**src/mhq_pkg.sv**
```systemverilog
package mhq_pkg;

    // Address and store word sizes of the load/store unit
    localparam int ADDR_W = 32;
    localparam int WORD_W = 32;

    // Cache line geometry
    localparam int LINE_BYTES = 16;
    localparam int LINE_W = LINE_BYTES * 8;
    localparam int OFFSET_W = $clog2(LINE_BYTES);
    localparam int line_word_index = LINE_W / WORD_W;

    // Line address, the byte offset inside the line is dropped
    typedef logic [ADDR_W-OFFSET_W-1:0] mhq_addr_t;

    typedef logic [LINE_W-1:0] mhq_line_t;
    typedef logic [WORD_W-1:0] mhq_word_t;
    typedef logic [WORD_W/8-1:0] mhq_bsel_t;
    typedef logic [LINE_BYTES-1:0] mhq_mask_t;

    // Payload of one queue entry, the valid bit is kept beside it
    typedef struct packed {
        logic      dirty;
        mhq_addr_t addr;
        mhq_line_t data;
        mhq_mask_t mask;
    } mhq_entry_t;

endpackage

```
**src/mhq_lu.sv**
```systemverilog
`timescale 1ns/1ps

module mhq_lu #(
    parameter  int MHQ_DEPTH = 4,
    localparam int TAG_W     = $clog2(MHQ_DEPTH)
) (
    input  logic                                clk,
    input  logic                                i_reset,

    input  logic                                i_lookup_valid,
    input  logic                                i_lookup_dc_hit,
    input  logic [mhq_pkg::ADDR_W-1:0]          i_lookup_addr,
    input  logic                                i_lookup_we,
    input  mhq_pkg::mhq_word_t                  i_lookup_data,
    input  mhq_pkg::mhq_bsel_t                  i_lookup_bsel,

    input  logic [MHQ_DEPTH-1:0]                i_valid_mask,
    input  mhq_pkg::mhq_addr_t [MHQ_DEPTH-1:0]  i_entry_addrs,
    input  logic [TAG_W-1:0]                    i_tail,
    input  logic [TAG_W:0]                      i_count,
    input  logic [TAG_W-1:0]                    i_head_tag,
    input  logic                                i_head_locked,

    output logic                                o_lu_en,
    output logic                                o_lu_we,
    output logic                                o_lu_match,
    output logic [TAG_W-1:0]                    o_lu_tag,
    output mhq_pkg::mhq_addr_t                  o_lu_addr,
    output logic [mhq_pkg::OFFSET_W-1:0]        o_lu_offset,
    output mhq_pkg::mhq_word_t                  o_lu_wr_data,
    output mhq_pkg::mhq_bsel_t                  o_lu_bsel,
    output logic                                o_lookup_done,
    output logic                                o_lookup_retry
);

    mhq_pkg::mhq_addr_t     lookup_line;
    logic [MHQ_DEPTH-1:0]   cam_hit;
    logic [TAG_W-1:0]       cam_tag;
    logic [TAG_W-1:0]       tag;
    logic                   miss;
    logic                   pending_alloc;
    logic                   bypass_hit;
    logic                   match;
    logic                   full;
    logic                   retry;

    assign lookup_line = i_lookup_addr[mhq_pkg::ADDR_W-1:mhq_pkg::OFFSET_W];
    assign miss = i_lookup_valid && !i_lookup_dc_hit;

    // The item in the execute stage is not yet in the entry array
    assign pending_alloc = o_lu_en && !o_lu_match;
    assign bypass_hit = o_lu_en && (o_lu_addr == lookup_line);

    always_comb begin
        cam_tag = '0;
        for (int i = 0; i < MHQ_DEPTH; i++) begin
            cam_hit[i] = i_valid_mask[i] && (i_entry_addrs[i] == lookup_line);
            if (cam_hit[i]) begin
                cam_tag = TAG_W'(i);
            end
        end
    end

    assign match = bypass_hit || (|cam_hit);

    // A new line goes one slot past the tail when an allocation is in flight
    always_comb begin
        if (bypass_hit) begin
            tag = o_lu_tag;
        end else if (|cam_hit) begin
            tag = cam_tag;
        end else if (pending_alloc) begin
            tag = i_tail + 1'b1;
        end else begin
            tag = i_tail;
        end
    end

    assign full = (int'(i_count) + int'(pending_alloc)) >= MHQ_DEPTH;

    // The head line is already on its way from the CCU once it is locked
    assign retry = match ? (i_head_locked && (tag == i_head_tag)) : full;

    always_ff @(posedge clk) begin
        if (i_reset) begin
            o_lookup_done <= 1'b0;
            o_lu_en <= 1'b0;
        end else begin
            o_lookup_done <= miss;
            o_lu_en <= miss && !retry;
        end
    end

    always_ff @(posedge clk) begin
        o_lookup_retry <= retry;
        o_lu_we <= i_lookup_we;
        o_lu_match <= match;
        o_lu_tag <= tag;
        o_lu_addr <= lookup_line;
        o_lu_offset <= i_lookup_addr[mhq_pkg::OFFSET_W-1:0];
        o_lu_wr_data <= i_lookup_data;
        o_lu_bsel <= i_lookup_bsel;
    end

    // Entries come from the execute stage, so a duplicate line means a merge went wrong
    a_cam_unique: assert property (@(posedge clk) disable iff (i_reset)
        i_lookup_valid |-> $onehot0(cam_hit));

endmodule

```
**src/mhq_ex.sv**
```systemverilog
`timescale 1ns/1ps

module mhq_ex #(
    parameter  int MHQ_DEPTH = 4,
    localparam int TAG_W     = $clog2(MHQ_DEPTH)
) (
    input  logic                                clk,
    input  logic                                i_reset,

    input  logic                                i_lu_en,
    input  logic                                i_lu_we,
    input  logic                                i_lu_match,
    input  logic [TAG_W-1:0]                    i_lu_tag,
    input  mhq_pkg::mhq_addr_t                  i_lu_addr,
    input  logic [mhq_pkg::OFFSET_W-1:0]        i_lu_offset,
    input  mhq_pkg::mhq_word_t                  i_lu_wr_data,
    input  mhq_pkg::mhq_bsel_t                  i_lu_bsel,
    input  logic                                i_fill_retire,

    output logic [MHQ_DEPTH-1:0]                o_valid_mask,
    output mhq_pkg::mhq_addr_t [MHQ_DEPTH-1:0]  o_entry_addrs,
    output logic [TAG_W-1:0]                    o_tail,
    output logic [TAG_W:0]                      o_count,
    output logic                                o_head_valid,
    output logic [TAG_W-1:0]                    o_head_tag,
    output mhq_pkg::mhq_addr_t                  o_head_addr,
    output mhq_pkg::mhq_line_t                  o_head_data,
    output mhq_pkg::mhq_mask_t                  o_head_mask,
    output logic                                o_head_dirty
);

    localparam int WORD_BYTES = mhq_pkg::WORD_W / 8;
    localparam int WIDX_W = $clog2(mhq_pkg::line_word_index);

    mhq_pkg::mhq_entry_t    entries [MHQ_DEPTH];
    logic [MHQ_DEPTH-1:0]   valid;
    logic [TAG_W-1:0]       head;
    logic [TAG_W-1:0]       tail;
    logic [TAG_W:0]         count;
    logic [WIDX_W-1:0]      word_idx;
    logic                   alloc;
    mhq_pkg::mhq_line_t     wr_line;
    mhq_pkg::mhq_mask_t     wr_mask;

    assign alloc = i_lu_en && !i_lu_match;
    assign word_idx = i_lu_offset[mhq_pkg::OFFSET_W-1 -: WIDX_W];

    // Store word copied into every word slot, the mask picks the one that counts
    assign wr_line = {mhq_pkg::line_word_index{i_lu_wr_data}};
    assign wr_mask = i_lu_we ?
        (mhq_pkg::mhq_mask_t'(i_lu_bsel) << (word_idx * WORD_BYTES)) : '0;

    always_ff @(posedge clk) begin
        if (i_reset) begin
            valid <= '0;
            head <= '0;
            tail <= '0;
            count <= '0;
        end else begin
            if (alloc) begin
                valid[tail] <= 1'b1;
                tail <= tail + 1'b1;
            end
            if (i_fill_retire) begin
                valid[head] <= 1'b0;
                head <= head + 1'b1;
            end
            count <= count + (TAG_W+1)'(alloc) - (TAG_W+1)'(i_fill_retire);
        end
    end

    // A new entry starts with only the bytes of its first store
    always_ff @(posedge clk) begin
        if (alloc) begin
            entries[tail].addr <= i_lu_addr;
            entries[tail].dirty <= i_lu_we;
            entries[tail].mask <= wr_mask;
            entries[tail].data <= wr_line;
        end else if (i_lu_en && i_lu_we) begin
            entries[i_lu_tag].dirty <= 1'b1;
            entries[i_lu_tag].mask <= entries[i_lu_tag].mask | wr_mask;
            for (int k = 0; k < mhq_pkg::LINE_BYTES; k++) begin
                if (wr_mask[k]) begin
                    entries[i_lu_tag].data[k*8 +: 8] <= wr_line[k*8 +: 8];
                end
            end
        end
    end

    always_comb begin
        for (int i = 0; i < MHQ_DEPTH; i++) begin
            o_entry_addrs[i] = entries[i].addr;
        end
    end

    assign o_valid_mask = valid;
    assign o_tail = tail;
    assign o_count = count;

    assign o_head_valid = valid[head];
    assign o_head_tag = head;
    assign o_head_addr = entries[head].addr;
    assign o_head_data = entries[head].data;
    assign o_head_mask = entries[head].mask;
    assign o_head_dirty = entries[head].dirty;

    // The lookup stage refuses new lines before the queue overflows
    a_alloc_not_full: assert property (@(posedge clk) disable iff (i_reset)
        alloc |-> (int'(count) < MHQ_DEPTH));

    a_retire_valid: assert property (@(posedge clk) disable iff (i_reset)
        i_fill_retire |-> valid[head]);

endmodule

```
**src/mhq_fill.sv**
```systemverilog
`timescale 1ns/1ps

module mhq_fill #(
    parameter  int MHQ_DEPTH = 4,
    localparam int TAG_W     = $clog2(MHQ_DEPTH)
) (
    input  logic                        clk,
    input  logic                        i_reset,

    input  logic                        i_head_valid,
    input  logic [TAG_W-1:0]            i_head_tag,
    input  mhq_pkg::mhq_addr_t          i_head_addr,
    input  mhq_pkg::mhq_line_t          i_head_data,
    input  mhq_pkg::mhq_mask_t          i_head_mask,
    input  logic                        i_head_dirty,

    input  logic                        i_ccu_done,
    input  mhq_pkg::mhq_line_t          i_ccu_data,
    output logic                        o_ccu_en,
    output logic [mhq_pkg::ADDR_W-1:0]  o_ccu_addr,

    output logic                        o_head_locked,
    output logic                        o_fill_retire,
    output logic                        o_fill_en,
    output logic [TAG_W-1:0]            o_fill_tag,
    output logic [mhq_pkg::ADDR_W-1:0]  o_fill_addr,
    output logic                        o_fill_dirty,
    output mhq_pkg::mhq_line_t          o_fill_data
);

    typedef enum logic [1:0] {
        ST_IDLE,
        ST_REQUEST,
        ST_FILL
    } fill_state_t;

    fill_state_t            state;
    mhq_pkg::mhq_line_t     merged_line;

    // Bytes written by stores win over the line that came back
    always_comb begin
        for (int k = 0; k < mhq_pkg::LINE_BYTES; k++) begin
            merged_line[k*8 +: 8] = i_head_mask[k] ? i_head_data[k*8 +: 8] : i_ccu_data[k*8 +: 8];
        end
    end

    always_ff @(posedge clk) begin
        if (i_reset) begin
            state <= ST_IDLE;
        end else begin
            case (state)
                ST_IDLE: begin
                    if (i_head_valid) begin
                        state <= ST_REQUEST;
                    end
                end
                ST_REQUEST: begin
                    if (i_ccu_done) begin
                        state <= ST_FILL;
                    end
                end
                // The old head is gone by now, so the next one can be requested at once
                ST_FILL: state <= i_head_valid ? ST_REQUEST : ST_IDLE;
                default: state <= ST_IDLE;
            endcase
        end
    end

    always_ff @(posedge clk) begin
        if (o_fill_retire) begin
            o_fill_tag <= i_head_tag;
            o_fill_addr <= {i_head_addr, {mhq_pkg::OFFSET_W{1'b0}}};
            o_fill_dirty <= i_head_dirty;
            o_fill_data <= merged_line;
        end
    end

    assign o_ccu_en = (state == ST_REQUEST);
    assign o_ccu_addr = {i_head_addr, {mhq_pkg::OFFSET_W{1'b0}}};
    assign o_head_locked = (state == ST_REQUEST);
    assign o_fill_retire = (state == ST_REQUEST) && i_ccu_done;
    assign o_fill_en = (state == ST_FILL);

    // The CCU answers only a request that is still held
    a_done_outstanding: assert property (@(posedge clk) disable iff (i_reset)
        i_ccu_done |-> (state == ST_REQUEST));

endmodule

```
**src/mhq.sv**
```systemverilog
`timescale 1ns/1ps

module mhq #(
    parameter  int MHQ_DEPTH = 4,
    localparam int TAG_W     = $clog2(MHQ_DEPTH)
) (
    input  logic                        clk,
    input  logic                        i_reset,

    input  logic                        i_lookup_valid,
    input  logic                        i_lookup_dc_hit,
    input  logic [mhq_pkg::ADDR_W-1:0]  i_lookup_addr,
    input  logic                        i_lookup_we,
    input  mhq_pkg::mhq_word_t          i_lookup_data,
    input  mhq_pkg::mhq_bsel_t          i_lookup_bsel,
    output logic                        o_lookup_done,
    output logic [TAG_W-1:0]            o_lookup_tag,
    output logic                        o_lookup_retry,

    input  logic                        i_ccu_done,
    input  mhq_pkg::mhq_line_t          i_ccu_data,
    output logic                        o_ccu_en,
    output logic [mhq_pkg::ADDR_W-1:0]  o_ccu_addr,

    output logic                        o_fill_en,
    output logic [TAG_W-1:0]            o_fill_tag,
    output logic [mhq_pkg::ADDR_W-1:0]  o_fill_addr,
    output logic                        o_fill_dirty,
    output mhq_pkg::mhq_line_t          o_fill_data
);

    logic                                lu_en;
    logic                                lu_we;
    logic                                lu_match;
    logic [TAG_W-1:0]                    lu_tag;
    mhq_pkg::mhq_addr_t                  lu_addr;
    logic [mhq_pkg::OFFSET_W-1:0]        lu_offset;
    mhq_pkg::mhq_word_t                  lu_wr_data;
    mhq_pkg::mhq_bsel_t                  lu_bsel;

    logic [MHQ_DEPTH-1:0]                ex_valid_mask;
    mhq_pkg::mhq_addr_t [MHQ_DEPTH-1:0]  ex_entry_addrs;
    logic [TAG_W-1:0]                    ex_tail;
    logic [TAG_W:0]                      ex_count;

    logic                                head_valid;
    logic [TAG_W-1:0]                    head_tag;
    mhq_pkg::mhq_addr_t                  head_addr;
    mhq_pkg::mhq_line_t                  head_data;
    mhq_pkg::mhq_mask_t                  head_mask;
    logic                                head_dirty;
    logic                                head_locked;
    logic                                fill_retire;

    // The tag handed to the execute stage is the one reported back to the LSU
    assign o_lookup_tag = lu_tag;

    mhq_lu #(
        .MHQ_DEPTH(MHQ_DEPTH)
    ) u_lu (
        .clk(clk),
        .i_reset(i_reset),
        .i_lookup_valid(i_lookup_valid),
        .i_lookup_dc_hit(i_lookup_dc_hit),
        .i_lookup_addr(i_lookup_addr),
        .i_lookup_we(i_lookup_we),
        .i_lookup_data(i_lookup_data),
        .i_lookup_bsel(i_lookup_bsel),
        .i_valid_mask(ex_valid_mask),
        .i_entry_addrs(ex_entry_addrs),
        .i_tail(ex_tail),
        .i_count(ex_count),
        .i_head_tag(head_tag),
        .i_head_locked(head_locked),
        .o_lu_en(lu_en),
        .o_lu_we(lu_we),
        .o_lu_match(lu_match),
        .o_lu_tag(lu_tag),
        .o_lu_addr(lu_addr),
        .o_lu_offset(lu_offset),
        .o_lu_wr_data(lu_wr_data),
        .o_lu_bsel(lu_bsel),
        .o_lookup_done(o_lookup_done),
        .o_lookup_retry(o_lookup_retry)
    );

    mhq_ex #(
        .MHQ_DEPTH(MHQ_DEPTH)
    ) u_ex (
        .clk(clk),
        .i_reset(i_reset),
        .i_lu_en(lu_en),
        .i_lu_we(lu_we),
        .i_lu_match(lu_match),
        .i_lu_tag(lu_tag),
        .i_lu_addr(lu_addr),
        .i_lu_offset(lu_offset),
        .i_lu_wr_data(lu_wr_data),
        .i_lu_bsel(lu_bsel),
        .i_fill_retire(fill_retire),
        .o_valid_mask(ex_valid_mask),
        .o_entry_addrs(ex_entry_addrs),
        .o_tail(ex_tail),
        .o_count(ex_count),
        .o_head_valid(head_valid),
        .o_head_tag(head_tag),
        .o_head_addr(head_addr),
        .o_head_data(head_data),
        .o_head_mask(head_mask),
        .o_head_dirty(head_dirty)
    );

    mhq_fill #(
        .MHQ_DEPTH(MHQ_DEPTH)
    ) u_fill (
        .clk(clk),
        .i_reset(i_reset),
        .i_head_valid(head_valid),
        .i_head_tag(head_tag),
        .i_head_addr(head_addr),
        .i_head_data(head_data),
        .i_head_mask(head_mask),
        .i_head_dirty(head_dirty),
        .i_ccu_done(i_ccu_done),
        .i_ccu_data(i_ccu_data),
        .o_ccu_en(o_ccu_en),
        .o_ccu_addr(o_ccu_addr),
        .o_head_locked(head_locked),
        .o_fill_retire(fill_retire),
        .o_fill_en(o_fill_en),
        .o_fill_tag(o_fill_tag),
        .o_fill_addr(o_fill_addr),
        .o_fill_dirty(o_fill_dirty),
        .o_fill_data(o_fill_data)
    );

endmodule

```
**config.mk**
```make
export PLATFORM = sky130hd
export DESIGN_NAME = mhq
export DESIGN_NICKNAME = d
export VERILOG_FILES = /design/src/mhq_pkg.sv /design/src/mhq_lu.sv /design/src/mhq_ex.sv /design/src/mhq_fill.sv /design/src/mhq.sv
export SDC_FILE = /design/constraint.sdc
export NUM_CORES = 1
export LEC_CHECK = 0
export BUFFER_PORTS_ARGS = -buffer_cell sky130_fd_sc_hd__clkbuf_2
export CAP_MARGIN = 15
export CORE_MARGIN = 4
export CORE_UTILIZATION = 28
export DETAILED_ROUTE_END_ITERATION = 7
export REMOVE_ABC_BUFFERS = 1
export SETUP_SLACK_MARGIN = 0.2
export SLEW_MARGIN = 20
export SYNTH_ARGS = -nofsm -noshare
export SYNTH_HDL_FRONTEND = slang
export SYNTH_SLANG_ARGS = --single-unit
```
**constraint.sdc**
```tcl
create_clock -name clk -period 17.05 [get_ports clk]
set_input_delay 4.2625 -clock clk [delete_from_list [all_inputs] [get_ports clk]]
set_output_delay 4.2625 -clock clk [all_outputs]
set_load 0.1 [all_outputs]
```
==> results of run 1 <==
flip-flops by register name, indices dropped and copies added, names as in the netlist, 3 cells and up, named ones only:
name	flops
u_ex.entries	692
u_ex.o_count	3
u_ex.o_valid_mask	4
u_fill.o_fill_addr	28
u_fill.o_fill_data	128
u_lu.o_lu_addr	28
u_lu.o_lu_bsel	4
u_lu.o_lu_wr_data	32
worst max path at each step:
| stage | start | to | slack, ns | cells after the start |
|---|---|---|---|---|
| 2_1_floorplan | flip-flop | o_ccu_addr[23] | 4.33 | 1 |
| 3_3_place_gp | flip-flop | o_ccu_addr[23] | 9.75 | 3 |
| 3_5_place_dp | flip-flop | o_ccu_addr[23] | 9.76 | 3 |
| 4_1_cts | flip-flop | o_ccu_addr[23] | 8.98 | 3 |
| 5_1_grt | flip-flop | o_ccu_addr[23] | 8.98 | 3 |
| 6_report | flip-flop | o_ccu_addr[23] | 9.18 | 3 |
report_power, final:
| part | switching (mW) | internal [mW] | total [mW] |
|---|---|---|---|
| sequential | 0.0362 | 2.55 | 2.59 |
| clock | 0.915 | 1.26 | 2.18 |
| combinational | 0.194 | 0.103 | 0.297 |
worst max-delay path: stages, from the launching register on:
cell	delay, ns
dfxtp_4	0.89
buf_4	0.85
mux4_2	0.67
clkbuf_2	0.40
logic make-up after synthesis:
| kind of cell | count (synthesis) | synth area share, % |
|---|---|---|
| flops | 939 | 74.75 |
| mux | 319 | 15.68 |
| simple gates | 200 | 2.821 |
| xor+xnor | 144 | 3.554 |
| buf+inv | 122 | 1.633 |
| compound gates | 59 | 1.116 |
| fa+ha+maj | 12 | 0.4314 |
| other cells | 1 | 0.01026 |
routing by layer:
metal / vias up / global-route usage (%)
met2: 540 / 21.25
li1: 8033 / -
met3: 131 / 3.194
met1: 9271 / 17.07
met4: 12 / 4.114
met5: - / 0
area by class of cell:
cell class,count,area [um2],area share [%]
Timing Repair Buffer,419,2185,4.989
Inverter,10,37.54,0.08573
Clock inverter,59,519.2,1.186
Clock buffer,131,2785,6.361
Sequential cell,939,27330,62.41
Antenna cell,4,10.01,0.02286
Tap cell,1742,2180,4.978
Multi-Input combinational cell,742,8743,19.97
layout by cell type (no fill, tap or decap), types with 20 or more instances in the layout:
master / Yosys / final
xnor2_1: 124 / 124
nor2_1: 83 / 75
and2_1: 31 / 30
edfxtp_1: 851 / 851
buf_4: 10 / 26
clkbuf_2: 0 / 392
nand4_1: 30 / 30
a21oi_1: 25 / 25
dfxtp_1: 88 / 85
mux4_2: 190 / 190
clkbuf_1: 50 / 20
clkinv_1: 1 / 21
mux2_2: 128 / 128
clkbuf_16: 0 / 105
==> flow_summary_export.csv, run 1 <==
group,metric,value,unit
place,port_buffers,392,
sta,slew_viol_final,0,
sta,hold_violations,0,
hold_path,holdCritStartpoint,"u_fill.state[0]$_SDFFE_PP0P_",
place,place_congestion,0.7812,
synthesis,ys_top_cells_by_area,"edfxtp_1 (70%), mux4_2 (12%), dfxtp_1 (4.8%)",
synthesis,syn-instance-count,1796,
setup_path,reg2reg_depth,6,
routing,vias_per_cell,4.446,
routing,met1_length,38040,um
setup_path,worstPathRequired,12.79,ns
status,outcome,"finished, final reports clean",
sta,setup_viol,0,
synthesis,yosysMostFrequentCell,"edfxtp_1",
synthesis,synth_edf_count,851,
die,core-area,129600,um2
hold_path,hold_class,"flip-flop to flip-flop",
clock_tree,clock_sinks,939,
setup_path,cp_max_fo,60,
grt,antenna_found_initial,16,
sta,timing.hold.ws,0.5548,ns
synthesis,synth_flop_cell,"edfxtp_1",
power_and_ir_drop,power.total,5.062,mW
routing,first_iter_violations,1203,
routing,drtPass1Iterations,5,
place,dp_hpwl,59740,um
sta,max_slew_margin,28.98,%
grt,grt_overflow,0,
routing,drc,0,
synthesis,yosys_warnings,0,
routing,wl_met2,43870,um
grt,grtUsageTotal,13.00,%
final_layout,finish.utilization,33.77,%
synthesis,yosysTopAreaCellShare,69.93,%
die,die_w,369.3,um
run,maxCapViolCount,0,
clock_tree,cts_buffers,102,
final_layout,drive_gt1_share,39.74,%
setup_path,end_kind,"output pin",
routing,wire_per_inst,22.30,um
synthesis,yosys.area.top_type,"edfxtp_1",
clock_tree,post_cts_resize_count,0,
clock_tree,cts_setup_buffers,0,
clock_tree,cts_max_level,3,
hold_path,holdPathEnd,"u_fill.state[0]$_SDFFE_PP0P_",
power_and_ir_drop,pwr_density_cell,115.6,nW/um2
clock_tree,ctsLongestPathBuffers,3,
clock_tree,clkLatencyLatePin,0.69,ns
final_layout,fin_nets,2428,
clock_tree,tritoncts,"yes",
setup_path,r2r_end,"u_fill.o_fill_data[97]$_DFFE_PP_",
die,start_util,28.19,%
setup_path,worstSetupPathType,"flip-flop to output pin",
routing,vias,17990,
final_layout,fill_cells,12290,
grt,grt_pass1_vias,18860,
synthesis,synthArstFlopShare,0,%
power_and_ir_drop,leakage,14.19,nW
die,ioPinCount,403,
grt,grt_pass1_wl,129300,um
synthesis,ys_seq_area_share,74.75,%
clock_tree,cts-root-buf,"clkbuf_16",
sta,fin_worst_skew,0.01820,ns
place,place_inst,3851,
synthesis,synth_area,36540,um2
final_layout,final_area,43780,um2
die,die_h,369.3,um
final_layout,area_growth,19.82,%
setup_path,cp_data_arrival_time,3.61,ns
grt,grt_max_degree,63,
clock_tree,cts_hold_buf,0,
synthesis,ys_seq_elements,939,
setup_path,critical_path.startpoint_type,"flip-flop",
sta,worst_slack,9.180,ns
routing,antenna_left,0,
sta,period_minus_slack,7.870,ns
place,dpl_cell_area,40440,um2
sta,tns,0,ns
routing,totalWireLength,90230,um
sta,rsz0062_at_grt,"no",
place,preCtsSetupSlack,9.758,ns
final_layout,final_cells,4046,
synthesis,synth_common_cells,"edfxtp_1 (851), mux4_2 (190), mux2_2 (128), xnor2_1 (124), dfxtp_1 (88)",
die,die_area,136400,um2
clock_tree,clkSlewWorstSetupHoldPaths,0.06,ns
routing,route.met3.wl,5966,um
die,core.rowCount,132,
routing,topRoutingLayerUsed,"met5",
sta,min_period_over_period,46.16,%
power_and_ir_drop,vdd_ir_drop_max,0.08632,mV
hold_path,whs_path_depth,2,
synthesis,avgSynthCellArea,20.35,um2
synthesis,synth_cell_types,44,
sta,max_freq,0.1271,GHz
sta,worstMarginPinSlew,1.061,ns
setup_path,ff2ff_setup_slack,12.19,ns
(Power assumes the default switching activity.)
==> run 2: changes to the inputs <==
==> constraint.sdc (replaced) <==
create_clock -name clk -period 7.1 [get_ports clk]
set_input_delay 1.775 -clock clk [delete_from_list [all_inputs] [get_ports clk]]
set_output_delay 1.775 -clock clk [all_outputs]
set_load 0.1 [all_outputs]
==> run 2 against run 1 <==
Against the previous run:
- clock power is 150% higher
- via count up 0.17%
- critical path type unchanged
- critical endpoint is now o_ccu_addr[26]
- sequential share of layout area fell by 0.22 points
- die area stayed put
- sequential power increased by 140%
- critical path depth decreased by 1
- clock-buffer cell count is 14 higher
- non-clock buffer count down 2
==> flow_summary_export.csv, run 2 (synthesized netlist as in run 1, its figures left out) <==
group,metric,value,unit
status,outcome,"finished, final reports clean",
hold_path,hold_class,"flip-flop to flip-flop",
place,port_buffers,392,
place,place_congestion,0.7628,
run,maxCapViolCount,0,
sta,max_slew_margin,25.31,%
grt,grt_max_degree,102,
die,die_w,369.3,um
routing,wire_per_inst,22.52,um
sta,setup_viol,0,
die,core.rowCount,132,
sta,hold_violations,0,
routing,antenna_left,0,
sta,period_minus_slack,4.643,ns
clock_tree,cts-root-buf,"clkbuf_16",
clock_tree,clkSlewWorstSetupHoldPaths,0.06,ns
clock_tree,clock_sinks,939,
power_and_ir_drop,pwr_density_cell,280.9,nW/um2
setup_path,cp_max_fo,44,
clock_tree,clkLatencyLatePin,0.70,ns
routing,first_iter_violations,1356,
die,ioPinCount,403,
die,start_util,28.19,%
final_layout,final_common_cell,"edfxtp_1",
final_layout,final_cells,4051,
clock_tree,cts_setup_buffers,0,
sta,slew_viol_final,0,
routing,drtPass1Iterations,5,
hold_path,whs_path_depth,2,
sta,max_freq,0.2154,GHz
setup_path,ff2ff_setup_slack,3.08,ns
final_layout,fill_cells,12300,
final_layout,mostFrequentLayoutCells,"edfxtp_1 (851), clkbuf_2 (392), mux4_2 (190)",
final_layout,fin_nets,2427,
routing,totalWireLength,91240,um
setup_path,r2r_end,"u_fill.o_fill_data[110]$_DFFE_PP_",
final_layout,largest_reg_flops,692,
clock_tree,tritoncts,"yes",
final_layout,regMostFlops,"u_ex.entries",
die,die_h,369.3,um
sta,fin_worst_skew,0.03012,ns
grt,antenna_found_initial,17,
grt,grtUsageTotal,13.22,%
sta,min_period_over_period,65.40,%
place,dp_hpwl,60040,um
place,place_inst,3850,
sta,rsz0062_at_grt,"no",
power_and_ir_drop,leakage,14.26,nW
routing,vias_per_cell,4.448,
routing,vias,18020,
sta,worstMarginPinSlew,1.120,ns
grt,grt_pass1_vias,19060,
grt,grt_pass1_wl,131700,um
final_layout,drive_gt1_share,40.37,%
setup_path,max_stage_delay,0.97,ns
die,die_area,136400,um2
die,core-area,129600,um2
power_and_ir_drop,vdd_ir_drop_max,0.2070,mV
setup_path,worstPathRequired,5.33,ns
setup_path,cp_data_arrival_time,2.87,ns
clock_tree,cts_max_level,3,
setup_path,path_cells,"mux4_2, clkbuf_2",
setup_path,reg2reg_depth,4,
setup_path,critPathSlowestCell,"dfxtp_4",
place,preCtsSetupSlack,2.830,ns
clock_tree,post_cts_resize_count,0,
clock_tree,ctsLongestPathBuffers,3,
setup_path,critical_path.startpoint_type,"flip-flop",
hold_path,holdPathEnd,"u_ex.o_valid_mask[1]$_SDFF_PP0_",
setup_path,end_kind,"output pin",
clock_tree,cts_buffers,103,
final_layout,area_growth,20.24,%
sta,worst_slack,2.457,ns
final_layout,reg_top3,"u_ex.entries: 692 flops, u_fill.o_fill_data: 128 flops, u_lu.o_lu_wr_data: 32 flops",
hold_path,holdCritStartpoint,"u_ex.o_valid_mask[1]$_SDFF_PP0_",
clock_tree,cts_hold_buf,0,
routing,drc,0,
setup_path,worstSetupPathType,"flip-flop to output pin",
grt,grt_overflow,0,
run 2: layer usage:
| metal | part of all wire, % | GRT usage [%] | vias up | wire length (um) |
|---|---|---|---|---|
| li1 | - | - | 8026 | - |
| met5 | 0.069 | 0 | - | 63 |
| met3 | 6.4 | 3.147 | 139 | 5811 |
| met2 | 48 | 21.60 | 567 | 43890 |
| met1 | 43 | 17.53 | 9276 | 39190 |
| met4 | 2.5 | 3.909 | 10 | 2285 |
run 2: report_power, final:
part	internal, mW	leakage [nW]	total (mW)	switching [mW]
Combinational	0.246	4.15	0.714	0.468
Clock	3.18	1.70	5.41	2.24
Sequential	6.13	8.41	6.21	0.0874
run 2: cell type report:
type	instances	area [um2]	area share, %
Inverter	10	37.54	0.08543
Sequential cell	939	27330	62.19
Antenna cell	8	20.02	0.04556
Timing Repair Buffer	417	2162	4.921
Multi-Input combinational cell	742	8743	19.90
Clock buffer	145	2992	6.809
Clock inverter	48	479.2	1.091
Tap cell	1742	2180	4.961
run 2: metrics by stage:
step           util [%]  cell area [um2]  hold slack (ns)  power (mW)  setup TNS, ns
6_report          33.89            43940           0.5481       12.34              0
2_1_floorplan         -            36010           0.4973       6.798        -320.23
3_3_place_gp      31.20            40450           0.5149       7.052              0
4_1_cts           33.87            43920           0.5543       12.54              0
5_1_grt           33.87            43920           0.5716       12.79              0
3_5_place_dp      31.20            40450           0.5460       7.061              0
run 2: critical path, delay by kind of cell, from the launching register on:
kind	cells	cell delay, ns
DFF	1	0.97
muxes	1	0.71
buffers and inverters	1	0.42
run 2: how the worst max path moves through the flow:
stage,endpoint,cells after the start
final,o_ccu_addr[26],2
after global routing,o_ccu_addr[26],2
after CTS,o_ccu_addr[26],2
after detailed placement,u_lu.o_lookup_retry$_DFF_P_,9
after global placement,u_lu.o_lookup_retry$_DFF_P_,9
after floorplan,o_ccu_addr[23],1
==> run 3: changes to the inputs <==
==> constraint.sdc (replaced) <==
create_clock -name clk -period 4.8 [get_ports clk]
set_input_delay 1.2 -clock clk [delete_from_list [all_inputs] [get_ports clk]]
set_output_delay 1.2 -clock clk [all_outputs]
set_load 0.1 [all_outputs]
==> run 3 against run 2 <==
Against the previous run:
- via count about the same
- clock skew fell by 0.0068 ns
- global-route usage about the same
- largest power group unchanged
==> flow_summary_export.csv, run 3 (synthesized netlist as in run 1, its figures left out) <==
group,metric,value,unit
status,outcome,"finished, final reports clean",
die,die_area,136400,um2
die,start_util,28.19,%
clock_tree,ctsLongestPathBuffers,3,
setup_path,end_kind,"output pin",
clock_tree,cts_hold_buf,0,
setup_path,cp_max_fo,30,
grt,grt_overflow,0,
setup_path,critical_path.startpoint_type,"flip-flop",
routing,vias_per_cell,4.456,
setup_path,critical_path.top_delay_family,"flip-flops",
clock_tree,cts_max_level,3,
place,place_congestion,0.7683,
place,port_buffers,392,
grt,gr-usage-met2,21.59,%
sta,rsz0062_at_grt,"no",
routing,drc,0,
grt,top_usage_layer,"met2",
sta,worstMarginPinSlew,1.004,ns
final_layout,mostFrequentLayoutCells,"edfxtp_1 (851), clkbuf_2 (392), mux4_2 (190)",
final_layout,drive_gt1_share,39.66,%
place,dp_hpwl,59530,um
setup_path,max_stage_delay,0.78,ns
grt,grt_pass1_wl,130700,um
sta,min_period_over_period,80.13,%
clock_tree,cts_buffers,101,
final_layout,largest_reg_flops,692,
setup_path,worstSetupPathType,"flip-flop to output pin",
sta,tns,0,ns
clock_tree,cts-root-buf,"clkbuf_16",
setup_path,cp_data_arrival_time,2.65,ns
setup_path,crit_buf_inv,1,
die,core.rowCount,132,
run,maxCapViolCount,0,
sta,hold_violations,0,
final_layout,final_area,43900,um2
power_and_ir_drop,vdd_ir_drop_max,0.2804,mV
clock_tree,post_cts_resize_count,0,
clock_tree,tritoncts,"yes",
sta,max_freq,0.2600,GHz
final_layout,area_growth,20.14,%
routing,wire_per_inst,22.61,um
sta,fin_worst_skew,0.02334,ns
routing,drtPass1Iterations,5,
routing,first_iter_violations,1476,
final_layout,final_common_cell,"edfxtp_1",
clock_tree,clkSlewWorstSetupHoldPaths,0.06,ns
clock_tree,cts_setup_buffers,0,
die,ioPinCount,403,
routing,antenna_left,0,
sta,slew_viol_final,0,
hold_path,hold_class,"flip-flop to flip-flop",
grt,grt_use_met3,3.479,%
setup_path,path_cells,"mux4_2, clkbuf_2",
final_layout,regMostFlops,"u_ex.entries",
grt,antenna_found_initial,17,
clock_tree,clkLatencyLatePin,0.70,ns
grt,grt_pass1_vias,19040,
clock_tree,clock_sinks,939,
power_and_ir_drop,pwr_density_cell,415.0,nW/um2
power_and_ir_drop,leakage,14.22,nW
routing,totalWireLength,91400,um
grt,grt_max_degree,106,
grt,grtUsageTotal,13.19,%
sta,max_slew_margin,33.07,%
final_layout,fin_nets,2424,
die,die_w,369.3,um
sta,setup_viol,0,
die,core-area,129600,um2
sta,period_minus_slack,3.846,ns
die,die_h,369.3,um
setup_path,worstPathRequired,3.60,ns
routing,vias,18020,
grt,use_met1,17.25,%
setup_path,critPathSlowestCell,"dfxtp_4",
place,dpl_cell_area,40470,um2
final_layout,reg_top3,"u_ex.entries: 692 flops, u_fill.o_fill_data: 128 flops, u_lu.o_lu_wr_data: 32 flops",
## run 3: cell count changes in the layout (fill, tap and decap cells not counted), moves of 3 or more
cell	previous run	this run
clkbuf_1	22	34
clkinv_4	7	1
clkbuf_16	108	103
bufinv_16	6	10
clkinv_2	16	12
diode_2	8	4
inv_6	7	3
buf_4	24	21
## run 3: routing by layer
metal | up-vias | share of wire (%) | routed length [um]
met5 | - | 0.093 | 85
met4 | 12 | 2.1 | 1890
met3 | 128 | 7.1 | 6491
met2 | 543 | 49 | 44370
met1 | 9313 | 42 | 38560
li1 | 8020 | - | -
## run 3: final cells by class
type                    count  area [um2]
fillers                 12330       85750
flip-flops and latches    939       27330
multi-input cells         742        8743
clock buffers             151        2898
repair buffers            416        2180
well taps                1742        2180
clock inverters            39       528.0
inverters                  10       37.54
diodes                      4       10.01
## run 3: worst paths after layout
check	from	end	slack, ns	cells past startpoint
max	flip-flop	o_ccu_addr[26]	0.95	2
min	u_ex.o_valid_mask[0]$_SDFF_PP0_	u_ex.o_valid_mask[0]$_SDFF_PP0_	0.56	2
max reg2reg	u_lu.o_lu_en$_SDFF_PP0_	u_ex.entries[2][102]$_DFFE_PP_	1.50	4
min reg2reg	u_ex.o_valid_mask[0]$_SDFF_PP0_	u_ex.o_valid_mask[0]$_SDFF_PP0_	0.56	2
## run 3: worst reg2reg max path: stages (launching register included)
cell      delay (ns)
dfxtp_1         0.53
nand2_1         0.32
clkinv_1        0.78
a21oi_1         0.92
nor2_1          0.40
## run 3: through the flow
step,util (%),instances,setup slack [ns],total power [mW],hold WS (ns)
2_1_floorplan,-,1691,-4.859,10.06,0.4973
3_3_place_gp,31.21,3849,1.131,10.43,0.5149
3_5_place_dp,31.21,3849,1.126,10.44,0.5422
4_1_cts,33.85,4039,0.7960,18.52,0.5072
5_1_grt,33.85,4039,0.8008,18.92,0.5384
6_report,33.86,4043,0.9538,18.22,0.5574
## run 3: power breakdown
| part | switching, mW | internal [mW] |
|---|---|---|
| sequential | 0.127 | 9.06 |
| combinational | 0.695 | 0.364 |
| clock | 3.24 | 4.73 |
